## src/tile_settings.svh

```systemverilog
`ifndef TILE_SETTINGS_SVH
`define TILE_SETTINGS_SVH

// Message widths
`define TILE_ADDR_WIDTH 16
`define TILE_DATA_WIDTH 32
`define TILE_DID_WIDTH 8

// Local devices sit below the DRAM base
`define TILE_DRAM_BASE 16'h8000
`define TILE_DEV_LSB 12

// Sizes
`define TILE_RAM_WORDS 64
`define TILE_FIFO_DEPTH 2
`define TILE_NUM_DEV 4

`endif

```

## src/tile_pkg.sv

```systemverilog
`include "tile_settings.svh"

package tile_pkg;

  typedef enum logic
  {
    e_op_rd = 1'b0,
    e_op_wr = 1'b1
  } opcode_e;

  // Device ports of the router and arbiter
  typedef enum logic [1:0]
  {
    e_dev_mem   = 2'd0,
    e_dev_cfg   = 2'd1,
    e_dev_clint = 2'd2,
    e_dev_loop  = 2'd3
  } dev_e;

  // Device field codes of a local address
  typedef enum logic [2:0]
  {
    e_local_mem   = 3'd0,
    e_local_cfg   = 3'd1,
    e_local_clint = 3'd2
  } local_dev_e;

  typedef struct packed
  {
    opcode_e                     opcode;
    logic [`TILE_ADDR_WIDTH-1:0] addr;
    logic [`TILE_DATA_WIDTH-1:0] data;
  } cmd_msg_s;

  typedef struct packed
  {
    opcode_e                     opcode;
    logic [`TILE_ADDR_WIDTH-1:0] addr;
    logic [`TILE_DATA_WIDTH-1:0] data;
  } resp_msg_s;

endpackage

```

## src/mem_dev_if.sv

```systemverilog
interface mem_dev_if;

  logic                cmd_v;
  logic                cmd_ready_and;
  tile_pkg::cmd_msg_s  cmd;

  logic                resp_v;
  logic                resp_ready_and;
  tile_pkg::resp_msg_s resp;

  modport router
  (
    output cmd_v, cmd,
    input  cmd_ready_and
  );

  modport device
  (
    input  cmd_v, cmd, resp_ready_and,
    output cmd_ready_and, resp_v, resp
  );

  modport arbiter
  (
    input  resp_v, resp,
    output resp_ready_and
  );

endinterface

```

## src/stream_fifo.sv

```systemverilog
module stream_fifo
  #(parameter type payload_t = logic
    , parameter int depth = 2
    )
  (input              clk_i
   , input            rst_n_i

   , input            in_v_i
   , output logic     in_ready_and_o
   , input payload_t  in_data_i

   , output logic     out_v_o
   , input            out_ready_and_i
   , output payload_t out_data_o
   );

  localparam int ptr_w = (depth > 1) ? $clog2(depth) : 1;
  localparam int cnt_w = $clog2(depth + 1);

  payload_t mem_r [depth];
  logic [ptr_w-1:0] wr_ptr_r, rd_ptr_r;
  logic [cnt_w-1:0] count_r;
  logic push, pop;

  assign in_ready_and_o = (count_r != cnt_w'(depth));
  assign out_v_o        = (count_r != '0);
  assign out_data_o     = mem_r[rd_ptr_r];

  assign push = in_v_i & in_ready_and_o;
  assign pop  = out_v_o & out_ready_and_i;

  always_ff @(posedge clk_i or negedge rst_n_i)
  begin
    if (!rst_n_i)
    begin
      wr_ptr_r <= '0;
      rd_ptr_r <= '0;
      count_r  <= '0;
    end
    else
    begin
      if (push)
        wr_ptr_r <= (wr_ptr_r == ptr_w'(depth - 1)) ? '0 : wr_ptr_r + 1'b1;
      if (pop)
        rd_ptr_r <= (rd_ptr_r == ptr_w'(depth - 1)) ? '0 : rd_ptr_r + 1'b1;
      // Simultaneous push and pop leaves the count alone
      if (push && !pop)
        count_r <= count_r + 1'b1;
      else if (pop && !push)
        count_r <= count_r - 1'b1;
    end
  end

  always_ff @(posedge clk_i)
  begin
    if (push)
      mem_r[wr_ptr_r] <= in_data_i;
  end

endmodule

```

## src/dev_ram.sv

```systemverilog
`include "tile_settings.svh"

module dev_ram
  (input                clk_i
   , input              rst_n_i

   , mem_dev_if.device  dev
   );

  localparam int idx_w = $clog2(`TILE_RAM_WORDS);

  logic [`TILE_DATA_WIDTH-1:0] mem_r [`TILE_RAM_WORDS];
  logic [idx_w-1:0]            idx;
  logic                        resp_v_r;
  tile_pkg::resp_msg_s         resp_r;
  logic                        accept, is_wr;

  // High address bits are dropped, so local and DRAM windows alias
  assign idx   = dev.cmd.addr[2 +: idx_w];
  assign is_wr = (dev.cmd.opcode == tile_pkg::e_op_wr);

  assign dev.cmd_ready_and = ~resp_v_r | dev.resp_ready_and;
  assign accept            = dev.cmd_v & dev.cmd_ready_and;
  assign dev.resp_v        = resp_v_r;
  assign dev.resp          = resp_r;

  always_ff @(posedge clk_i or negedge rst_n_i)
  begin
    if (!rst_n_i)
    begin
      resp_v_r <= 1'b0;
      mem_r    <= '{default: '0};
    end
    else
    begin
      if (accept)
        resp_v_r <= 1'b1;
      else if (dev.resp_ready_and)
        resp_v_r <= 1'b0;
      if (accept && is_wr)
        mem_r[idx] <= dev.cmd.data;
    end
  end

  always_ff @(posedge clk_i)
  begin
    if (accept)
      resp_r <= '{opcode: dev.cmd.opcode, addr: dev.cmd.addr, data: is_wr ? '0 : mem_r[idx]};
  end

endmodule

```

## src/tile_cfg.sv

```systemverilog
`include "tile_settings.svh"

module tile_cfg
  (input                              clk_i
   , input                            rst_n_i

   , mem_dev_if.device                dev

   , input [`TILE_DID_WIDTH-1:0]      did_i
   , output logic                     freeze_o
   );

  logic [`TILE_DEV_LSB-3:0]    offset;
  logic [`TILE_DATA_WIDTH-1:0] scratch_r;
  logic [`TILE_DATA_WIDTH-1:0] rd_data;
  logic                        freeze_r;
  logic                        resp_v_r;
  tile_pkg::resp_msg_s         resp_r;
  logic                        accept, is_wr;

  assign offset = dev.cmd.addr[`TILE_DEV_LSB-1:2];
  assign is_wr  = (dev.cmd.opcode == tile_pkg::e_op_wr);

  // One response held, refilled as it drains
  assign dev.cmd_ready_and = ~resp_v_r | dev.resp_ready_and;
  assign accept            = dev.cmd_v & dev.cmd_ready_and;
  assign dev.resp_v        = resp_v_r;
  assign dev.resp          = resp_r;
  assign freeze_o          = freeze_r;

  always_comb
  begin
    case (offset)
      'd0:     rd_data = `TILE_DATA_WIDTH'(did_i);
      'd1:     rd_data = scratch_r;
      'd2:     rd_data = `TILE_DATA_WIDTH'(freeze_r);
      default: rd_data = '0;
    endcase
  end

  always_ff @(posedge clk_i or negedge rst_n_i)
  begin
    if (!rst_n_i)
    begin
      resp_v_r  <= 1'b0;
      scratch_r <= '0;
      freeze_r  <= 1'b1;
    end
    else
    begin
      if (accept)
        resp_v_r <= 1'b1;
      else if (dev.resp_ready_and)
        resp_v_r <= 1'b0;
      if (accept && is_wr && offset == 'd1)
        scratch_r <= dev.cmd.data;
      if (accept && is_wr && offset == 'd2)
        freeze_r <= dev.cmd.data[0];
    end
  end

  always_ff @(posedge clk_i)
  begin
    if (accept)
      resp_r <= '{opcode: dev.cmd.opcode, addr: dev.cmd.addr, data: is_wr ? '0 : rd_data};
  end

endmodule

```

## src/clint_slice.sv

```systemverilog
`include "tile_settings.svh"

module clint_slice
  (input                 clk_i
   , input               rst_n_i

   , mem_dev_if.device   dev

   , output logic        timer_irq_o
   , output logic        software_irq_o
   );

  logic [`TILE_DEV_LSB-3:0]    offset;
  logic [`TILE_DATA_WIDTH-1:0] mtime_r;
  logic [`TILE_DATA_WIDTH-1:0] mtimecmp_r;
  logic [`TILE_DATA_WIDTH-1:0] rd_data;
  logic                        msip_r;
  logic                        timer_irq_r;
  logic                        resp_v_r;
  tile_pkg::resp_msg_s         resp_r;
  logic                        accept, is_wr;

  assign offset = dev.cmd.addr[`TILE_DEV_LSB-1:2];
  assign is_wr  = (dev.cmd.opcode == tile_pkg::e_op_wr);

  assign dev.cmd_ready_and = ~resp_v_r | dev.resp_ready_and;
  assign accept            = dev.cmd_v & dev.cmd_ready_and;
  assign dev.resp_v        = resp_v_r;
  assign dev.resp          = resp_r;

  assign software_irq_o = msip_r;
  assign timer_irq_o    = timer_irq_r;

  always_comb
  begin
    case (offset)
      'd0:     rd_data = `TILE_DATA_WIDTH'(msip_r);
      'd1:     rd_data = mtimecmp_r;
      'd2:     rd_data = mtime_r;
      default: rd_data = '0;
    endcase
  end

  always_ff @(posedge clk_i or negedge rst_n_i)
  begin
    if (!rst_n_i)
    begin
      resp_v_r    <= 1'b0;
      msip_r      <= 1'b0;
      mtimecmp_r  <= '1;
      mtime_r     <= '0;
      timer_irq_r <= 1'b0;
    end
    else
    begin
      if (accept)
        resp_v_r <= 1'b1;
      else if (dev.resp_ready_and)
        resp_v_r <= 1'b0;

      if (accept && is_wr && offset == 'd0)
        msip_r <= dev.cmd.data[0];
      if (accept && is_wr && offset == 'd1)
        mtimecmp_r <= dev.cmd.data;

      // A write to mtime replaces this cycle's increment
      if (accept && is_wr && offset == 'd2)
        mtime_r <= dev.cmd.data;
      else
        mtime_r <= mtime_r + 1'b1;

      timer_irq_r <= (mtime_r >= mtimecmp_r);
    end
  end

  always_ff @(posedge clk_i)
  begin
    if (accept)
      resp_r <= '{opcode: dev.cmd.opcode, addr: dev.cmd.addr, data: is_wr ? '0 : rd_data};
  end

endmodule

```

## src/mem_loopback.sv

```systemverilog
module mem_loopback
  (input                clk_i
   , input              rst_n_i

   , mem_dev_if.device  dev
   );

  logic                resp_v_r;
  tile_pkg::resp_msg_s resp_r;
  logic                accept;

  assign dev.cmd_ready_and = ~resp_v_r | dev.resp_ready_and;
  assign accept            = dev.cmd_v & dev.cmd_ready_and;
  assign dev.resp_v        = resp_v_r;
  assign dev.resp          = resp_r;

  always_ff @(posedge clk_i or negedge rst_n_i)
  begin
    if (!rst_n_i)
      resp_v_r <= 1'b0;
    else if (accept)
      resp_v_r <= 1'b1;
    else if (dev.resp_ready_and)
      resp_v_r <= 1'b0;
  end

  // Echo the header with zero data
  always_ff @(posedge clk_i)
  begin
    if (accept)
      resp_r <= '{opcode: dev.cmd.opcode, addr: dev.cmd.addr, data: '0};
  end

endmodule

```

## src/cmd_router.sv

```systemverilog
`include "tile_settings.svh"

module cmd_router
  (input                        clk_i
   , input                      rst_n_i

   , input                      cmd_v_i
   , output logic               cmd_ready_and_o
   , input tile_pkg::cmd_msg_s  cmd_i

   , mem_dev_if.router          dev [`TILE_NUM_DEV]
   );

  localparam int num_dev = `TILE_NUM_DEV;
  localparam int field_w = $bits(tile_pkg::local_dev_e);

  tile_pkg::cmd_msg_s   head;
  logic                 head_v;
  tile_pkg::dev_e       sel;
  tile_pkg::local_dev_e local_dev;
  logic [num_dev-1:0]   dev_ready;

  stream_fifo
   #(.payload_t(tile_pkg::cmd_msg_s)
     ,.depth(`TILE_FIFO_DEPTH)
     )
   cmd_fifo
    (.clk_i(clk_i)
     ,.rst_n_i(rst_n_i)
     ,.in_v_i(cmd_v_i)
     ,.in_ready_and_o(cmd_ready_and_o)
     ,.in_data_i(cmd_i)
     ,.out_v_o(head_v)
     ,.out_ready_and_i(dev_ready[sel])
     ,.out_data_o(head)
     );

  // Address decode of the head command
  assign local_dev = tile_pkg::local_dev_e'(head.addr[`TILE_DEV_LSB +: field_w]);

  always_comb
  begin
    if (head.addr >= `TILE_ADDR_WIDTH'(`TILE_DRAM_BASE))
      sel = tile_pkg::e_dev_mem;
    else
    begin
      case (local_dev)
        tile_pkg::e_local_mem:   sel = tile_pkg::e_dev_mem;
        tile_pkg::e_local_cfg:   sel = tile_pkg::e_dev_cfg;
        tile_pkg::e_local_clint: sel = tile_pkg::e_dev_clint;
        default:                 sel = tile_pkg::e_dev_loop;
      endcase
    end
  end

  // Only the selected device sees a valid command
  for (genvar i = 0; i < num_dev; i++)
  begin : steer
    assign dev[i].cmd_v  = head_v & (sel == tile_pkg::dev_e'(i));
    assign dev[i].cmd    = head;
    assign dev_ready[i]  = dev[i].cmd_ready_and;
  end

endmodule

```

## src/resp_arbiter.sv

```systemverilog
`include "tile_settings.svh"

module resp_arbiter
  (input                                clk_i
   , input                              rst_n_i

   , mem_dev_if.arbiter                 dev [`TILE_NUM_DEV]

   , output logic                       resp_v_o
   , input                              resp_ready_and_i
   , output tile_pkg::resp_msg_s        resp_o
   );

  localparam int num_dev = `TILE_NUM_DEV;
  localparam int sel_w   = $clog2(num_dev);

  logic [num_dev-1:0]  resp_v;
  tile_pkg::resp_msg_s resp_data [num_dev];
  logic [sel_w-1:0]    last_r;
  logic [sel_w-1:0]    grant;
  logic                grant_v;
  logic                fifo_ready;

  for (genvar i = 0; i < num_dev; i++)
  begin : gather
    assign resp_v[i]    = dev[i].resp_v;
    assign resp_data[i] = dev[i].resp;
    // Acknowledge the winner only
    assign dev[i].resp_ready_and = fifo_ready & grant_v & (grant == sel_w'(i));
  end

  // Search starts one past the last winner
  always_comb
  begin
    logic [sel_w-1:0] idx;
    grant_v = 1'b0;
    grant   = last_r;
    for (int k = 1; k <= num_dev; k++)
    begin
      idx = sel_w'((int'(last_r) + k) % num_dev);
      if (!grant_v && resp_v[idx])
      begin
        grant_v = 1'b1;
        grant   = idx;
      end
    end
  end

  always_ff @(posedge clk_i or negedge rst_n_i)
  begin
    if (!rst_n_i)
      last_r <= sel_w'(num_dev - 1);
    else if (grant_v && fifo_ready)
      last_r <= grant;
  end

  stream_fifo
   #(.payload_t(tile_pkg::resp_msg_s)
     ,.depth(`TILE_FIFO_DEPTH)
     )
   resp_fifo
    (.clk_i(clk_i)
     ,.rst_n_i(rst_n_i)
     ,.in_v_i(grant_v)
     ,.in_ready_and_o(fifo_ready)
     ,.in_data_i(resp_data[grant])
     ,.out_v_o(resp_v_o)
     ,.out_ready_and_i(resp_ready_and_i)
     ,.out_data_o(resp_o)
     );

endmodule

```

## src/mem_tile.sv

```systemverilog
`include "tile_settings.svh"

module mem_tile
  (input                                clk_i
   , input                              rst_n_i

   , input                              cmd_v_i
   , output logic                       cmd_ready_o
   , input                              cmd_opcode_i
   , input [`TILE_ADDR_WIDTH-1:0]       cmd_addr_i
   , input [`TILE_DATA_WIDTH-1:0]       cmd_data_i

   , output logic                       resp_v_o
   , input                              resp_ready_i
   , output logic                       resp_opcode_o
   , output logic [`TILE_ADDR_WIDTH-1:0] resp_addr_o
   , output logic [`TILE_DATA_WIDTH-1:0] resp_data_o

   , input [`TILE_DID_WIDTH-1:0]        did_i
   , output logic                       freeze_o
   , output logic                       timer_irq_o
   , output logic                       software_irq_o
   );

  tile_pkg::cmd_msg_s  cmd_li;
  tile_pkg::resp_msg_s resp_lo;

  // One bundle per device, indexed by dev_e
  mem_dev_if dev_if [`TILE_NUM_DEV] ();

  assign cmd_li = '{opcode: tile_pkg::opcode_e'(cmd_opcode_i)
                    , addr: cmd_addr_i
                    , data: cmd_data_i
                    };

  assign resp_opcode_o = resp_lo.opcode;
  assign resp_addr_o   = resp_lo.addr;
  assign resp_data_o   = resp_lo.data;

  cmd_router router
    (.clk_i(clk_i)
     ,.rst_n_i(rst_n_i)
     ,.cmd_v_i(cmd_v_i)
     ,.cmd_ready_and_o(cmd_ready_o)
     ,.cmd_i(cmd_li)
     ,.dev(dev_if)
     );

  dev_ram ram
    (.clk_i(clk_i)
     ,.rst_n_i(rst_n_i)
     ,.dev(dev_if[tile_pkg::e_dev_mem])
     );

  tile_cfg cfg
    (.clk_i(clk_i)
     ,.rst_n_i(rst_n_i)
     ,.dev(dev_if[tile_pkg::e_dev_cfg])
     ,.did_i(did_i)
     ,.freeze_o(freeze_o)
     );

  clint_slice clint
    (.clk_i(clk_i)
     ,.rst_n_i(rst_n_i)
     ,.dev(dev_if[tile_pkg::e_dev_clint])
     ,.timer_irq_o(timer_irq_o)
     ,.software_irq_o(software_irq_o)
     );

  mem_loopback loopback
    (.clk_i(clk_i)
     ,.rst_n_i(rst_n_i)
     ,.dev(dev_if[tile_pkg::e_dev_loop])
     );

  resp_arbiter arbiter
    (.clk_i(clk_i)
     ,.rst_n_i(rst_n_i)
     ,.dev(dev_if)
     ,.resp_v_o(resp_v_o)
     ,.resp_ready_and_i(resp_ready_i)
     ,.resp_o(resp_lo)
     );

endmodule

```

## config.mk

```make
export PLATFORM = sky130hd
export DESIGN_NAME = mem_tile
export DESIGN_NICKNAME = d
export VERILOG_FILES = /design/src/tile_pkg.sv /design/src/mem_dev_if.sv /design/src/stream_fifo.sv /design/src/dev_ram.sv /design/src/tile_cfg.sv /design/src/clint_slice.sv /design/src/mem_loopback.sv /design/src/cmd_router.sv /design/src/resp_arbiter.sv /design/src/mem_tile.sv
export VERILOG_INCLUDE_DIRS = /design/src
export SDC_FILE = /design/constraint.sdc
export NUM_CORES = 2
export LEC_CHECK = 0
export ABC_CLOCK_PERIOD_IN_PS = 5900
export BUFFER_PORTS_ARGS = -buffer_cell sky130_fd_sc_hd__buf_4
export CAP_MARGIN = 0
export CORE_MARGIN = 2
export CORE_UTILIZATION = 25
export CTS_CLUSTER_DIAMETER = 120
export DETAILED_ROUTE_END_ITERATION = 8
export GPL_ROUTABILITY_DRIVEN = 1
export PLACE_DENSITY_LB_ADDON = 0.12
export SLEW_MARGIN = 30
export SYNTH_ARGS = -nofsm -noshare
export SYNTH_HDL_FRONTEND = slang
export SYNTH_SLANG_ARGS = --single-unit
```

## constraint.sdc

```tcl
create_clock -name clk_i -period 5.9 [get_ports clk_i]
set_clock_uncertainty 0.1 [all_clocks]
set_input_delay 0.295 -clock clk_i [delete_from_list [all_inputs] [get_ports clk_i]]
set_output_delay 0.295 -clock clk_i [all_outputs]
set_load 0.03 [all_outputs]
```

==> impl_summary.log <==
[metrics] outcome: finished, violations left
[metrics] violations in the final reports: DRC
[metrics] required time at the endpoint of the critical path: 6.47 ns
[metrics] static leakage: 0.0523 uW
[metrics] number of buffers inserted by hold repair at cts: 96
[metrics] total instance count after detailed placement: 15.0k
[metrics] clock tree from TritonCTS: yes
[metrics] Post-Syn Area: 105,000 um2
[metrics] height of the chip: 651 um
[metrics] Post-CTS Resized: 0
[metrics] area of the die: 424,000 um2
[metrics] buffers and inverters on the worst path: 2
[metrics] Crit path largest cell delay: 0.88 ns
[metrics] total power per unit cell area: 554 nW/um2
[metrics] FP Rows: 237
[metrics] commonest non-fill, non-tap cell in the layout: sky130_fd_sc_hd__a21oi_1
[metrics] core area: 417,000 um2
[metrics] NumNets Final: 10.0k
[metrics] CP top delay family: simple AND/OR/NAND/NOR gates
[metrics] DRT Pass-1 Iters: 9
[metrics] fraction of registers with async set or reset after synthesis: 0.857
[metrics] share of final-layout standard cells stronger than drive strength 1: 0.128
[metrics] worst hold margin: 0.0320 ns
[metrics] sequential element share of the synthesized area: 0.620
[metrics] number of fillers in the final layout: 42.8k
[metrics] class of the most critical setup path: reg2reg
[metrics] pin count of the biggest net entering global routing: 145
[metrics] final number of max-transition violations: 0
[metrics] CTS buffer count: 293
[metrics] syn nets: 10.1k
[metrics] final-report hold violation count: 0
[metrics] DRC: 9
[metrics] share of the cycle needed by the critical path after routing: 0.810
[metrics] half-perimeter wire length of the detailed placement result: 258 mm
[metrics] setup repair after global routing missed its margin: no
[metrics] post-route ant nets: 0
[metrics] CP max-delay cell: sky130_fd_sc_hd__mux2i_2
[metrics] cells along the critical path: mux2i_2 -> nor2_1 -> nand2_4 -> buf_4 -> a31oi_1 -> nor4_1 -> buf_4 -> a21oi_1
[metrics] final instance count without filler cells: 15.7k
[metrics] number of global-route vias before repair: 78.2k
[metrics] synthesis-stage register bit count: 2,521
[metrics] Critical Path AT: 5.35 ns
[metrics] cell count after synthesis: 10.0k
[metrics] Worst slew margin: 0.252
[metrics] Fmax achieved: 209 MHz
[metrics] synthesis-to-finish area growth: 18.2%
[metrics] final setup slack of the worst path: 1.12 ns
[metrics] number of buffers on the longest clock path: 4
[metrics] post-CTS setup buffers: 0
[metrics] setup TNS: 0 ns
[metrics] width of the die: 651 um
[metrics] Crit Path Max Fanout: 36
[metrics] number of setup violations in the final report: 0
[metrics] Post-synth EDFFs: 360
[metrics] detailed-route wire length per cell: 27.8 um
[metrics] global placer's final weighted congestion: 0.772
[metrics] clock latency on the worst-skew pair: 0.96 ns
[metrics] Syn. warnings: 0
[metrics] worst-margin pin slew: 1.12 ns
[metrics] number of library cell types mapped by synthesis: 71
[metrics] vias after detailed routing: 79.8k
[metrics] IR drop worst, VDD: 0.335 mV
[metrics] number of sinks on the clock net: 2,521
[metrics] Detailed Route WL: 435 mm
[metrics] combined global-route utilization of all metal layers: 0.201
[metrics] CP Launch Type: flop
[metrics] Most Frequent Cell on Critical Path: sky130_fd_sc_hd__buf_4
[metrics] Ports: 115
[metrics] violation count after the first detailed-route iteration: 9,332
[metrics] class of the tightest hold or removal check: in2reg
[metrics] per-cell via count in the routed design: 5.09
[metrics] initial antenna violation count: 16
[metrics] top library cells by usage in the layout, fill and taps aside: sky130_fd_sc_hd__a21oi_1 (2,215), sky130_fd_sc_hd__dfrtp_1 (2,124), sky130_fd_sc_hd__nor2_1 (2,109)
[metrics] register clock-pin slew on the reported worst setup and hold paths: 0.06 ns
[metrics] first-pass GRT wire length: 615 mm
[metrics] total of max-cap violations: 0
[metrics] fin crit period: 4.78 ns
[metrics] Buffers on Ports: 114
[metrics] starting utilization of the core area: 0.251
[metrics] Clock Root Buffer: sky130_fd_sc_hd__clkbuf_16
[metrics] Remaining Overflow, GRT: 0
[metrics] most used flip-flop cell after synthesis: sky130_fd_sc_hd__dfrtp_1
[metrics] mean instance size in the synthesized netlist: 10.5 um2
[metrics] kind of end point of the critical path: flop
[metrics] level count of the clock H-tree: 5
[metrics] post-placement setup slack: 1.20 ns
-- registers in the layout, summed over array words and instances, names as in the netlist, 2 cells and up --
name and cells:
cfg.scratch_r 32, clint.mtime_r 32, clint.dev.resp 49, arbiter.resp_fifo.mem_r 98, arbiter.last_r 2, clint.mtimecmp_r 32, cfg.dev.resp 49, router.cmd_fifo.mem_r 98
arbiter.resp_fifo.count_r 2, ram.dev.resp 49, router.cmd_fifo.count_r 2, ram.mem_r 2048, loopback.dev.resp 17
-- cell usage after synthesis (10+ instances only) --
library cell                  n  share of area
sky130_fd_sc_hd__a21oi_1   2216           0.11
sky130_fd_sc_hd__dfrtp_1   2126           0.51
sky130_fd_sc_hd__nor2_1    2112          0.076
sky130_fd_sc_hd__clkbuf_1   582          0.021
sky130_fd_sc_hd__a222oi_1   422          0.040
sky130_fd_sc_hd__nand2_1    413          0.015
sky130_fd_sc_hd__edfxtp_1   360           0.10
sky130_fd_sc_hd__buf_2      307          0.015
sky130_fd_sc_hd__a22oi_1    284          0.020
sky130_fd_sc_hd__a31oi_1    262          0.016
sky130_fd_sc_hd__mux2_2     117          0.013
sky130_fd_sc_hd__o21ai_0    108         0.0052
sky130_fd_sc_hd__mux2i_1     74         0.0071
sky130_fd_sc_hd__nor4_1      69         0.0041
sky130_fd_sc_hd__nor3_4      59         0.0092
sky130_fd_sc_hd__a21oi_2     56         0.0047
sky130_fd_sc_hd__and3_1      51         0.0030
sky130_fd_sc_hd__inv_1       51         0.0018
sky130_fd_sc_hd__buf_1       38         0.0014
sky130_fd_sc_hd__dfstp_2     35         0.0088
sky130_fd_sc_hd__ha_1        35         0.0042
sky130_fd_sc_hd__buf_6       28         0.0030
sky130_fd_sc_hd__xnor2_1     28         0.0023
sky130_fd_sc_hd__nand3_1     20        0.00096
sky130_fd_sc_hd__buf_4       16         0.0011
sky130_fd_sc_hd__a21o_1      11        0.00079
sky130_fd_sc_hd__nand4_1     11        0.00066
sky130_fd_sc_hd__xor2_1      11        0.00092
sky130_fd_sc_hd__a221oi_1    10        0.00084
sky130_fd_sc_hd__nand2b_1    10        0.00060
-- power by group --
group / internal [uW] / switching, uW
combinational: 6880 / 14200
clock: 10600 / 7670
sequential: 25300 / 3970
total: 42800 / 25800
-- kinds of logic (layout without fill, tap and decap cells) --
logic type                 after synthesis  in the layout  share of synthesized area
buffers and inverters                 1024           1177                     0.0431
xor gates and xnor gates                39             39                    0.00326
DFF                                   2521           2521                      0.620
adders and majority gates               35             35                    0.00418
and+or+nand+nor                       2797           2797                      0.113
AOI/OAI and AO/OA                     3400           3400                      0.196
other                                    0              8                          0
muxes                                  198            198                     0.0204
-- through the flow --
step | power, uW | util | cell area (um2)
2_1_floorplan | 41200 | - | 105000
3_3_place_gp | 49900 | 0.271 | 113000
3_5_place_dp | 50600 | 0.271 | 113000
4_1_cts | 69200 | 0.296 | 124000
5_1_grt | 72600 | 0.297 | 124000
6_report | 68600 | 0.297 | 124000
-- worst paths after layout --
path	start	endpoint	slack (ns)	cells after the start
min reg2reg	cfg.scratch_r[21]$_DFFE_PN0P_	cfg.scratch_r[21]$_DFFE_PN0P_	0.37	2
max reg2reg	router.cmd_fifo.rd_ptr_r$_DFFE_PN0P_	ram.dev.resp[12]$_SDFFCE_PP0P_	1.12	8
min in group asynchronous	rst_n_i	ram.mem_r[275]$_DFFE_PN0P_	0.34	3
max	router.cmd_fifo.rd_ptr_r$_DFFE_PN0P_	ram.dev.resp[12]$_SDFFCE_PP0P_	1.12	8
min	cmd_data_i[11]	router.cmd_fifo.mem_r[0][11]$_DFFE_PP_	0.03	2
max in group asynchronous	rst_n_i	ram.mem_r[2016]$_DFFE_PN0P_	3.20	6
-- worst register-to-register path, delay by kind of cell (launching register included) --
| kind | cells | cell delay [ns] |
|---|---|---|
| buffers and inverters | 2 | 0.75 |
| flip-flops | 1 | 0.86 |
| multiplexers | 1 | 0.96 |
| AO/OA/AOI/OAI | 2 | 0.21 |
| AND/OR/NAND/NOR | 3 | 1.66 |
-- layer usage --
metal  vias up  share of wire  global-route usage
met5         -              0                   0
met4         0          0.024              0.0465
met3       534          0.056              0.0258
met2      2621           0.47               0.329
met1     40900           0.45               0.281
li1      35700              -                   -
-- area by class of cell --
cell class | count | area [um2] | area share
diodes | 8 | 20.0 | 0.000162
inverters | 51 | 195 | 0.00158
flip-flops and latches | 2521 | 64900 | 0.525
clock inverters | 93 | 931 | 0.00752
multi-input cells | 6469 | 36100 | 0.291
clock buffers | 428 | 8530 | 0.0689
well taps | 5497 | 6880 | 0.0556
repair buffers | 605 | 6230 | 0.0503
Note: power is estimated with default switching activity, not from simulation.
